## src/design/core_params.svh

```systemverilog
`ifndef CORE_PARAMS_SVH
`define CORE_PARAMS_SVH

// byte address of the first fetch after reset
`define CORE_RESET_PC 32'h0000_0000

// architectural registers, x0 included
`define CORE_NUM_REGS 32

// instruction memory depth in words
`define CORE_IMEM_WORDS 64

`endif

```

## src/design/core_pkg.sv

```systemverilog
package core_pkg;

   // major opcodes of the supported subset
   typedef enum logic [6:0] {
      OP_LOAD   = 7'b0000011,
      OP_IMM    = 7'b0010011,
      OP_STORE  = 7'b0100011,
      OP_REG    = 7'b0110011,
      OP_LUI    = 7'b0110111,
      OP_BRANCH = 7'b1100011,
      OP_JAL    = 7'b1101111
   } opcode_e;

   typedef enum logic [3:0] {
      ALU_ADD,
      ALU_SUB,
      ALU_AND,
      ALU_OR,
      ALU_XOR,
      ALU_SLT,
      ALU_SLL,
      ALU_SRL,
      ALU_PASS_B     // lui
   } alu_op_e;

   typedef struct packed {
      logic [31:2] pc;        // word address
      logic [31:0] instr;
   } fd_t;

   typedef struct packed {
      logic [31:2] pc;
      logic [31:0] rs1_val;
      logic [31:0] rs2_val;
      logic [31:0] imm;
      alu_op_e     alu_op;
      logic        use_imm;   // operand b from imm instead of rs2
      logic        rf_we;
      logic        is_load;
      logic        is_store;
      logic        is_byte;   // sb
      logic        is_bne;
      logic        is_branch;
      logic        is_jump;
      logic [4:0]  rd;
   } de_t;

   typedef struct packed {
      logic [31:0] result;    // alu result or memory address
      logic [31:0] store_data;
      logic        is_byte;
      logic        is_load;
      logic        is_store;
      logic        rf_we;
      logic [4:0]  rd;
   } er_t;

endpackage

```

## src/design/stage_if.sv

```systemverilog
`timescale 1ns/1ps

interface stage_if #(
   parameter type payload_t = logic
) ();

   logic     valid;
   logic     ready;
   payload_t payload;
   logic     flush;      // squash request for the consumer's output register

   modport src (
      output valid, payload, flush,
      input  ready
   );

   modport dst (
      input  valid, payload, flush,
      output ready
   );

   // passive view for checkers and monitors
   modport mon (
      input valid, ready, payload, flush
   );

endinterface

```

## src/design/fetch_stage.sv

```systemverilog
`timescale 1ns/1ps
`include "core_params.svh"

module fetch_stage (
   input  logic        clk_i,
   input  logic        arst_n_i,
   input  logic        instr_blocking_n_i,
   input  logic [31:0] instr_data_i,
   output logic [31:2] instr_addr_o,
   input  logic        redirect_i,
   input  logic [31:2] redirect_pc_i,
   stage_if.src        fd_o
);

   localparam logic [31:0] RESET_PC = `CORE_RESET_PC;

   logic [31:2]   pc_q;
   logic [31:2]   pend_pc_q;
   logic          pend_q;    // redirect parked until the port unblocks
   logic          valid_q;
   core_pkg::fd_t fd_q;
   logic          take;

   assign instr_addr_o = pc_q;
   assign take         = instr_blocking_n_i & ~pend_q & (~valid_q | fd_o.ready);

   assign fd_o.valid   = valid_q;
   assign fd_o.payload = fd_q;
   assign fd_o.flush   = redirect_i;

   always_ff @(posedge clk_i or negedge arst_n_i) begin
      if (!arst_n_i) begin
         pc_q    <= RESET_PC[31:2];
         pend_q  <= 1'b0;
         valid_q <= 1'b0;
      end else if (redirect_i) begin
         valid_q <= 1'b0;                 // drop the buffered word
         if (instr_blocking_n_i) begin
            pc_q   <= redirect_pc_i;
            pend_q <= 1'b0;
         end else begin
            pend_q <= 1'b1;               // address must hold while blocked
         end
      end else if (pend_q) begin
         if (instr_blocking_n_i) begin
            pc_q   <= pend_pc_q;
            pend_q <= 1'b0;
         end
      end else if (take) begin
         valid_q <= 1'b1;
         pc_q    <= pc_q + 30'd1;
      end else if (fd_o.ready) begin
         valid_q <= 1'b0;
      end
   end

   always_ff @(posedge clk_i) begin
      if (redirect_i) begin
         pend_pc_q <= redirect_pc_i;
      end
      if (take) begin
         fd_q.pc    <= pc_q;
         fd_q.instr <= instr_data_i;
      end
   end

endmodule

```

## src/design/decode_stage.sv

```systemverilog
`timescale 1ns/1ps
`include "core_params.svh"

module decode_stage (
   input  logic        clk_i,
   input  logic        arst_n_i,
   stage_if.dst        fd_i,
   stage_if.src        de_o,
   input  logic        wb_en_i,
   input  logic [4:0]  wb_rd_i,
   input  logic [31:0] wb_data_i,
   input  logic [4:0]  busy_rd_ex_i,
   input  logic [4:0]  busy_rd_res_i
);

   logic [31:0]       regs [`CORE_NUM_REGS];
   logic [31:0]       instr;
   logic [4:0]        rs1;
   logic [4:0]        rs2;
   logic [4:0]        res_rd;
   logic [31:0]       rs1_val;
   logic [31:0]       rs2_val;
   logic [31:0]       imm_i;
   logic [31:0]       imm_s;
   logic [31:0]       imm_b;
   logic [31:0]       imm_j;
   logic [31:0]       imm_u;
   logic              use_rs1;
   logic              use_rs2;
   logic              hazard;
   logic              arith_ok;
   logic              de_valid_q;
   core_pkg::alu_op_e arith_op;
   core_pkg::opcode_e opc;
   core_pkg::de_t     dec;
   core_pkg::de_t     de_q;

   assign instr = fd_i.payload.instr;
   assign opc   = core_pkg::opcode_e'(instr[6:0]);
   assign rs1   = instr[19:15];
   assign rs2   = instr[24:20];

   assign imm_i = {{20{instr[31]}}, instr[31:20]};
   assign imm_s = {{20{instr[31]}}, instr[31:25], instr[11:7]};
   assign imm_b = {{19{instr[31]}}, instr[31], instr[7], instr[30:25], instr[11:8], 1'b0};
   assign imm_j = {{11{instr[31]}}, instr[31], instr[19:12], instr[20], instr[30:21], 1'b0};
   assign imm_u = {instr[31:12], 12'd0};

   // register file, write-first so a retiring value is seen the same cycle
   always_ff @(posedge clk_i) begin
      if (wb_en_i && wb_rd_i != 5'd0) begin
         regs[wb_rd_i] <= wb_data_i;
      end
   end

   assign rs1_val = (rs1 == 5'd0) ? 32'd0 :
                    (wb_en_i && wb_rd_i == rs1) ? wb_data_i : regs[rs1];
   assign rs2_val = (rs2 == 5'd0) ? 32'd0 :
                    (wb_en_i && wb_rd_i == rs2) ? wb_data_i : regs[rs2];

   // a producer retiring this cycle no longer blocks, its value is bypassed
   assign res_rd = (wb_en_i && wb_rd_i == busy_rd_res_i) ? 5'd0 : busy_rd_res_i;
   assign hazard = (use_rs1 && rs1 != 5'd0 && (rs1 == busy_rd_ex_i || rs1 == res_rd)) ||
                   (use_rs2 && rs2 != 5'd0 && (rs2 == busy_rd_ex_i || rs2 == res_rd));

   // shared by register and immediate arithmetic
   always_comb begin
      arith_ok = 1'b1;
      arith_op = core_pkg::ALU_ADD;
      case (instr[14:12])
         3'b000: arith_op = (opc == core_pkg::OP_REG && instr[30]) ? core_pkg::ALU_SUB
                                                                     : core_pkg::ALU_ADD;
         3'b001: arith_op = core_pkg::ALU_SLL;
         3'b010: arith_op = core_pkg::ALU_SLT;
         3'b100: arith_op = core_pkg::ALU_XOR;
         3'b101: begin
            arith_op = core_pkg::ALU_SRL;
            arith_ok = ~instr[30];        // sra not supported
         end
         3'b110: arith_op = core_pkg::ALU_OR;
         3'b111: arith_op = core_pkg::ALU_AND;
         default: arith_ok = 1'b0;        // sltu
      endcase
   end

   always_comb begin
      dec         = '0;
      use_rs1     = 1'b0;
      use_rs2     = 1'b0;
      dec.pc      = fd_i.payload.pc;
      dec.rs1_val = rs1_val;
      dec.rs2_val = rs2_val;
      dec.rd      = instr[11:7];
      dec.alu_op  = core_pkg::ALU_ADD;
      case (opc)
         core_pkg::OP_LUI: begin
            dec.imm     = imm_u;
            dec.alu_op  = core_pkg::ALU_PASS_B;
            dec.use_imm = 1'b1;
            dec.rf_we   = 1'b1;
         end
         core_pkg::OP_JAL: begin
            dec.imm     = imm_j;
            dec.is_jump = 1'b1;
            dec.rf_we   = 1'b1;
         end
         core_pkg::OP_BRANCH: begin
            dec.imm       = imm_b;
            use_rs1       = 1'b1;
            use_rs2       = 1'b1;
            dec.is_branch = (instr[14:13] == 2'b00);   // beq, bne
            dec.is_bne    = instr[12];
         end
         core_pkg::OP_LOAD: begin
            dec.imm     = imm_i;
            dec.use_imm = 1'b1;
            use_rs1     = 1'b1;
            dec.is_load = (instr[14:12] == 3'b010);   // lw only
            dec.rf_we   = (instr[14:12] == 3'b010);
         end
         core_pkg::OP_STORE: begin
            dec.imm      = imm_s;
            dec.use_imm  = 1'b1;
            use_rs1      = 1'b1;
            use_rs2      = 1'b1;
            dec.is_store = (instr[14:12] == 3'b010) || (instr[14:12] == 3'b000);
            dec.is_byte  = (instr[14:12] == 3'b000);
         end
         core_pkg::OP_IMM: begin
            dec.imm     = imm_i;
            dec.use_imm = 1'b1;
            dec.alu_op  = arith_op;
            dec.rf_we   = arith_ok;
            use_rs1     = 1'b1;
         end
         core_pkg::OP_REG: begin
            dec.alu_op = arith_op;
            dec.rf_we  = arith_ok;
            use_rs1    = 1'b1;
            use_rs2    = 1'b1;
         end
         default: ;   // anything else goes down the pipe as a nop
      endcase
   end

   assign fd_i.ready   = (~de_valid_q | de_o.ready) & ~hazard;
   assign de_o.valid   = de_valid_q;
   assign de_o.payload = de_q;
   assign de_o.flush   = fd_i.flush;

   always_ff @(posedge clk_i or negedge arst_n_i) begin
      if (!arst_n_i) begin
         de_valid_q <= 1'b0;
      end else if (fd_i.flush) begin
         de_valid_q <= 1'b0;   // younger than a taken branch
      end else if (fd_i.valid && fd_i.ready) begin
         de_valid_q <= 1'b1;
      end else if (de_o.ready) begin
         de_valid_q <= 1'b0;
      end
   end

   always_ff @(posedge clk_i) begin
      if (fd_i.valid && fd_i.ready) begin
         de_q <= dec;
      end
   end

endmodule

```

## src/design/execute_stage.sv

```systemverilog
`timescale 1ns/1ps

module execute_stage (
   input  logic        clk_i,
   input  logic        arst_n_i,
   stage_if.dst        de_i,
   stage_if.src        er_o,
   output logic        redirect_o,
   output logic [31:2] redirect_pc_o,
   output logic [4:0]  busy_rd_o
);

   core_pkg::de_t d;
   core_pkg::er_t er_q;
   logic [31:0]   op_b;
   logic [31:0]   alu_res;
   logic [31:0]   pc_byte;
   logic [31:0]   target;
   logic          taken;
   logic          move;
   logic          er_valid_q;

   assign d       = de_i.payload;
   assign op_b    = d.use_imm ? d.imm : d.rs2_val;
   assign pc_byte = {d.pc, 2'b00};
   assign target  = pc_byte + d.imm;   // branch and jal target

   always_comb begin
      case (d.alu_op)
         core_pkg::ALU_ADD:    alu_res = d.rs1_val + op_b;
         core_pkg::ALU_SUB:    alu_res = d.rs1_val - op_b;
         core_pkg::ALU_AND:    alu_res = d.rs1_val & op_b;
         core_pkg::ALU_OR:     alu_res = d.rs1_val | op_b;
         core_pkg::ALU_XOR:    alu_res = d.rs1_val ^ op_b;
         core_pkg::ALU_SLT:    alu_res = {31'd0, $signed(d.rs1_val) < $signed(op_b)};
         core_pkg::ALU_SLL:    alu_res = d.rs1_val << op_b[4:0];
         core_pkg::ALU_SRL:    alu_res = d.rs1_val >> op_b[4:0];
         core_pkg::ALU_PASS_B: alu_res = op_b;
         default:              alu_res = 32'd0;
      endcase
   end

   // beq when equal, bne when not
   assign taken = d.is_jump | (d.is_branch & ((d.rs1_val == d.rs2_val) ^ d.is_bne));

   assign de_i.ready = ~er_valid_q | er_o.ready;
   assign move       = de_i.valid & de_i.ready;

   // redirect only in the cycle the branch moves on to result
   assign redirect_o    = move & taken;
   assign redirect_pc_o = target[31:2];
   assign busy_rd_o     = (de_i.valid && d.rf_we) ? d.rd : 5'd0;

   assign er_o.valid   = er_valid_q;
   assign er_o.payload = er_q;
   assign er_o.flush   = 1'b0;   // nothing downstream is ever squashed

   always_ff @(posedge clk_i or negedge arst_n_i) begin
      if (!arst_n_i) begin
         er_valid_q <= 1'b0;
      end else if (move) begin
         er_valid_q <= 1'b1;
      end else if (er_o.ready) begin
         er_valid_q <= 1'b0;
      end
   end

   always_ff @(posedge clk_i) begin
      if (move) begin
         er_q.result     <= d.is_jump ? pc_byte + 32'd4 : alu_res;   // jal links pc+4
         er_q.store_data <= d.rs2_val;
         er_q.is_byte    <= d.is_byte;
         er_q.is_load    <= d.is_load;
         er_q.is_store   <= d.is_store;
         er_q.rf_we      <= d.rf_we;
         er_q.rd         <= d.rd;
      end
   end

endmodule

```

## src/design/result_stage.sv

```systemverilog
`timescale 1ns/1ps

module result_stage (
   input  logic        clk_i,
   input  logic        arst_n_i,
   stage_if.dst        er_i,
   input  logic        data_blocking_n_i,
   input  logic [31:0] data_rdata_i,
   output logic [31:2] data_addr_o,
   output logic [3:0]  data_we_o,
   output logic [31:0] data_wdata_o,
   output logic        data_en_o,
   output logic        wb_en_o,
   output logic [4:0]  wb_rd_o,
   output logic [31:0] wb_data_o,
   output logic [4:0]  busy_rd_o
);

   logic        mem_op;
   logic        done;
   logic        retire;

   assign mem_op    = er_i.payload.is_load | er_i.payload.is_store;
   assign data_en_o = er_i.valid & mem_op;
   assign data_addr_o = er_i.payload.result[31:2];

   always_comb begin
      data_we_o = 4'b0000;
      if (er_i.valid && er_i.payload.is_store) begin
         data_we_o = er_i.payload.is_byte ? (4'b0001 << er_i.payload.result[1:0])
                                          : 4'b1111;
      end
   end

   // sb puts the byte on every lane and the enable picks one
   assign data_wdata_o = er_i.payload.is_byte ? {4{er_i.payload.store_data[7:0]}}
                                              : er_i.payload.store_data;

   // a memory access holds the stage until the port unblocks
   assign done       = ~mem_op | data_blocking_n_i;
   assign er_i.ready = done;
   assign retire     = er_i.valid & done;

   assign wb_en_o   = retire & er_i.payload.rf_we;
   assign wb_rd_o   = er_i.payload.rd;
   assign wb_data_o = er_i.payload.is_load ? data_rdata_i : er_i.payload.result;
   assign busy_rd_o = (er_i.valid && er_i.payload.rf_we) ? er_i.payload.rd : 5'd0;

endmodule

```

## src/design/core.sv

```systemverilog
`timescale 1ns/1ps

module core (
   input  logic        clk_i,
   input  logic        arst_n_i,
   input  logic        instr_blocking_n_i,
   input  logic [31:0] instr_data_i,
   input  logic        data_blocking_n_i,
   input  logic [31:0] data_rdata_i,
   output logic [31:2] instr_addr_o,
   output logic [31:2] data_addr_o,
   output logic [3:0]  data_we_o,
   output logic [31:0] data_wdata_o,
   output logic        data_en_o
);

   logic        redirect;
   logic [31:2] redirect_pc;
   logic        wb_en;
   logic [4:0]  wb_rd;
   logic [31:0] wb_data;
   logic [4:0]  busy_rd_ex;    // rd waiting in execute
   logic [4:0]  busy_rd_res;   // rd waiting in result

   stage_if #(.payload_t(core_pkg::fd_t)) fd_link ();
   stage_if #(.payload_t(core_pkg::de_t)) de_link ();
   stage_if #(.payload_t(core_pkg::er_t)) er_link ();

   fetch_stage u_fetch (
      .clk_i              (clk_i),
      .arst_n_i           (arst_n_i),
      .instr_blocking_n_i (instr_blocking_n_i),
      .instr_data_i       (instr_data_i),
      .instr_addr_o       (instr_addr_o),
      .redirect_i         (redirect),
      .redirect_pc_i      (redirect_pc),
      .fd_o               (fd_link)
   );

   decode_stage u_decode (
      .clk_i         (clk_i),
      .arst_n_i      (arst_n_i),
      .fd_i          (fd_link),
      .de_o          (de_link),
      .wb_en_i       (wb_en),
      .wb_rd_i       (wb_rd),
      .wb_data_i     (wb_data),
      .busy_rd_ex_i  (busy_rd_ex),
      .busy_rd_res_i (busy_rd_res)
   );

   execute_stage u_execute (
      .clk_i         (clk_i),
      .arst_n_i      (arst_n_i),
      .de_i          (de_link),
      .er_o          (er_link),
      .redirect_o    (redirect),
      .redirect_pc_o (redirect_pc),
      .busy_rd_o     (busy_rd_ex)
   );

   result_stage u_result (
      .clk_i             (clk_i),
      .arst_n_i          (arst_n_i),
      .er_i              (er_link),
      .data_blocking_n_i (data_blocking_n_i),
      .data_rdata_i      (data_rdata_i),
      .data_addr_o       (data_addr_o),
      .data_we_o         (data_we_o),
      .data_wdata_o      (data_wdata_o),
      .data_en_o         (data_en_o),
      .wb_en_o           (wb_en),
      .wb_rd_o           (wb_rd),
      .wb_data_o         (wb_data),
      .busy_rd_o         (busy_rd_res)
   );

endmodule

```

## config.mk

```make
export PLATFORM = sky130hd
export DESIGN_NAME = core
export DESIGN_NICKNAME = d
export VERILOG_FILES = /design/src/design/core_pkg.sv /design/src/design/stage_if.sv /design/src/design/fetch_stage.sv /design/src/design/decode_stage.sv /design/src/design/execute_stage.sv /design/src/design/result_stage.sv /design/src/design/core.sv
export VERILOG_INCLUDE_DIRS = /design/src /design/src/design
export SDC_FILE = /design/constraint.sdc
export NUM_CORES = 2
export LEC_CHECK = 0
export BUFFER_PORTS_ARGS = -buffer_cell sky130_fd_sc_hd__buf_2
export CORE_MARGIN = 2
export CORE_UTILIZATION = 55
export DETAILED_ROUTE_END_ITERATION = 10
export GPL_TIMING_DRIVEN = 0
export PLACE_DENSITY = 0.72
export SYNTH_ARGS = -nofsm -noshare
export SYNTH_HDL_FRONTEND = slang
export SYNTH_SLANG_ARGS = --single-unit
```

## constraint.sdc

```tcl
create_clock -name clk_i -period 11.93 [get_ports clk_i]
set_input_delay 2.386 -clock clk_i [delete_from_list [all_inputs] [get_ports clk_i]]
set_output_delay 2.386 -clock clk_i [all_outputs]
set_load 0.01 [all_outputs]
```

==> Flow_metrics.wiki <==
{| class="wikitable"
! Metric !! Value
|-
| Maximum clock rate || 0.144 GHz
|-
| Number of I/O port buffers || 164
|-
| Unrepaired setup endpoints after global routing || no
|-
| Nets@finish || 5412
|-
| Setup CP Type || reg2reg
|-
| Biggest fanout along the worst timing path || 10
|-
| Die Span Y || 367 um
|-
| Count of clock tree sinks || 1366
|-
| Worst Hold Path Cells || 0
|-
| Unique cell type count in the Yosys netlist || 96
|-
| Syn Inst Count || 4817
|-
| Slew Limit Headroom || -0.0332
|-
| Routability congestion estimate || 1.07
|-
| # rows || 133
|-
| Total of max-cap violations || 2
|-
| Area of the multi-input gates || 29600 um^2
|-
| Residual DRC || 0
|-
| Fin Clk Skew || 0.0414 ns
|-
| Static leakage || 27.6 nW
|-
| Count of routing violations after the opening detailed-route iteration || 8673
|-
| TritonCTS Buffers || 146
|-
| Hold buffer count at cts || 0
|-
| Leading cell types in the layout, fill and taps excluded || edfxtp_1, mux4_2, nor2_1, buf_2, nand2_1
|-
| Number of global-route vias before repair || 50100
|-
| Most frequent standard cell in the layout excluding fill and tap cells || edfxtp_1
|-
| Placed cell areas || 76800 um^2
|-
| Overflow left after global routing || 0
|-
| Synthesized area per cell || 15.0 um^2
|-
| Worst vdd ir || 0.201 mV
|-
| Root buf cell || clkbuf_16
|-
| Floorplan core area || 131000 um^2
|-
| Worst min path class || reg2reg
|-
| Final wirelength || 282000 um
|-
| Initial core utilization || 0.552
|-
| Final standard cell area without fillers || 81500 um^2
|-
| Total global-route track usage || 0.418
|-
| Failing checks || capacitance limit, slew limit
|-
| Min Tclk post-route || 6.92 ns
|-
| Routed wirelength normalized by instance count || 39.9 um
|-
| Skew-Pair Late Insertion Delay || 0.82 ns
|-
| Storage cell area || 40800 um^2
|-
| Depth of the worst register-to-register path || 16
|-
| Ys Warns || 0
|-
| Ratio of cells with drive above 1 in the final layout || 0.240
|-
| Sequential fraction of the synthesis area || 0.565
|-
| Async set-reset flop share out of synthesis || 0.0249
|-
| Required time at the endpoint of the critical path || 12.42 ns
|-
| Final count of pins violating max slew || 15
|-
| DRT Pass-1 Iters || 8
|-
| Number of resized instances in the post-cts repair step || 0
|-
| Critical path capture point type || flop
|-
| Synth Register Bits || 1366
|-
| Final TNS setup || 0 ns
|-
| Boundary pin count || 165
|-
| Clock-pin slew on the worst setup and hold paths || 0.06 ns
|-
| Primary flip-flop cell chosen by synthesis mapping || edfxtp_1
|-
| Final number of hold-violating endpoints || 0
|-
| Netlist area before placement || 72400 um^2
|-
| Post-route clock period utilization || 0.580
|-
| Layout filler cell count || 9608
|-
| Detail Route Antenna Nets || 0
|-
| Count of H-tree levels built during CTS || 4
|-
| Count of flip-flops with a built-in enable after synthesis || 1332
|-
| Outcome || finished with violations
|-
| Clock tree from TritonCTS || built
|-
| Power density over the cells || 256 nW/um^2
|-
| Detailed placer's ending HPWL || 206000 um
|-
| Setup fix buffers added after clock tree synthesis || 0
|-
| Maximum clock insertion buffer count || 3
|-
| Die area || 134000 um^2
|-
| Kind of start point of the critical path || flop
|-
| Transition time at the pin with the least slew margin || 1.51 ns
|-
| Critical path data arrival time || 7.41 ns
|-
| Per-cell via count in the routed design || 7.25
|-
| Endpoints failing setup || 0
|-
| Largest net degree at the start of global routing || 58
|-
| Die Width || 367 um
|-
| Overall via count from detail_route || 51400
|-
| Wire length of the first global-routing pass || 388000 um
|-
| Antenna violations before repair || 11
|-
| P&R area growth vs syn || 12.7%
|}
where the power goes:
part / switching, mW / internal [mW]
clock: 2.00 / 2.56
sequential: 0.785 / 6.57
combinational: 6.10 / 2.84
stage by stage:
| step | cells | hold WS, ns | util | worst slack, ns | power (mW) |
|---|---|---|---|---|---|
| 4_1_cts | 7079 | 0.419 | 0.622 | 5.19 | 20.5 |
| 3_5_place_dp | 6817 | 0.406 | 0.586 | 5.25 | 16.0 |
| 6_report | 7084 | 0.421 | 0.622 | 5.01 | 20.9 |
| 2_1_floorplan | 4848 | 0.400 | - | 2.69 | 12.2 |
| 5_1_grt | 7081 | 0.428 | 0.622 | 4.93 | 21.4 |
| 3_3_place_gp | 6767 | 0.401 | 0.576 | -0.128 | 15.9 |
registers in the layout (all words and copies together) (netlist names):
| name | cells |
|---|---|
| u_fetch.pend_pc_q | 30 |
| u_fetch.instr_addr_o | 30 |
| u_fetch.pend_q | 1 |
| u_decode.de_o.valid | 1 |
| u_execute.er_o.valid | 1 |
| u_decode.de_o.payload | 143 |
| u_fetch.fd_o.valid | 1 |
| u_fetch.fd_o.payload | 62 |
| u_execute.er_o.payload | 73 |
| u_decode.regs | 1024 |
layout make-up:
type / instances / share of cell area
Sequential cell: 1366 / 0.501
Multi-Input combinational cell: 2931 / 0.363
Clock buffer: 185 / 0.0480
Tap cell: 1755 / 0.0269
Timing Repair Buffer: 216 / 0.0226
Buffer: 370 / 0.0202
Clock inverter: 77 / 0.00988
Inverter: 181 / 0.00833
Antenna cell: 3 / 0.0000921
per-layer routing:
metal | GRT usage | routed length (um)
met4 | 0.288 | 23600
met5 | 0 | 90
met2 | 0.665 | 133000
met1 | 0.507 | 93400
met3 | 0.101 | 31900
path summary, 6_finish.rpt:
kind / startpoint / end / slack, ns
worst min register to register: u_decode.de_o.payload[8] / u_execute.er_o.payload[8] / 0.42
worst min-delay path: u_decode.de_o.payload[8] / u_execute.er_o.payload[8] / 0.42
min in group asynchronous: arst_n_i / u_fetch.instr_addr_o[18] / 1.73
worst max-delay path: u_decode.de_o.payload[12] / u_execute.er_o.payload[71] / 5.01
worst max register to register: u_decode.de_o.payload[12] / u_execute.er_o.payload[71] / 5.01
max in group asynchronous: arst_n_i / u_decode.de_o.valid / 9.62
synth_stat cells, types with 30 or more instances:
cell / count / area [um^2]
mux2i_1: 155 / 1550
a31oi_1: 42 / 263
nor2_1: 283 / 1060
mux2_2: 44 / 495
o22ai_1: 47 / 294
a211oi_1: 153 / 1150
xor2_1: 38 / 333
a21oi_1: 215 / 1080
buf_2: 80 / 400
edfxtp_1: 1332 / 40000
clkbuf_1: 201 / 754
nand2_1: 241 / 905
a21o_1: 41 / 308
nand3_1: 79 / 395
mux4_2: 617 / 13900
o21ai_0: 181 / 906
nand4_1: 32 / 200
inv_1: 176 / 661
nor3_1: 51 / 255
dfrtp_1: 34 / 851
ha_1: 129 / 1610
nor2b_1: 67 / 419
buf_1: 48 / 180
o211ai_1: 30 / 225
xnor2_1: 102 / 893
buf_4: 40 / 300
critical path, cell delays in order (launching register included):
cell and delay (ns):
edfxtp_1 0.31, buf_2 0.27, buf_2 0.36, buf_1 0.71
mux2i_1 0.93, ha_1 0.42, clkbuf_1 0.25, a21oi_1 0.25
o31ai_1 0.15, a221oi_1 0.81, a2bb2oi_1 0.20, o211ai_1 0.26
a211oi_1 0.42, nor2_1 0.14, o41ai_2 0.25, xor2_1 0.15
o311ai_0 0.70
cells by family after synthesis:
kind of cell / Yosys count / synth area share
flops: 1366 / 0.565
compound gates: 929 / 0.0853
simple gates: 881 / 0.0572
mux: 817 / 0.221
buf+inv: 551 / 0.0321
xor+xnor: 140 / 0.0169
fa+ha+maj: 132 / 0.0231
other cells: 1 / 0.0000518
Note: power is estimated with default switching activity, not from simulation.
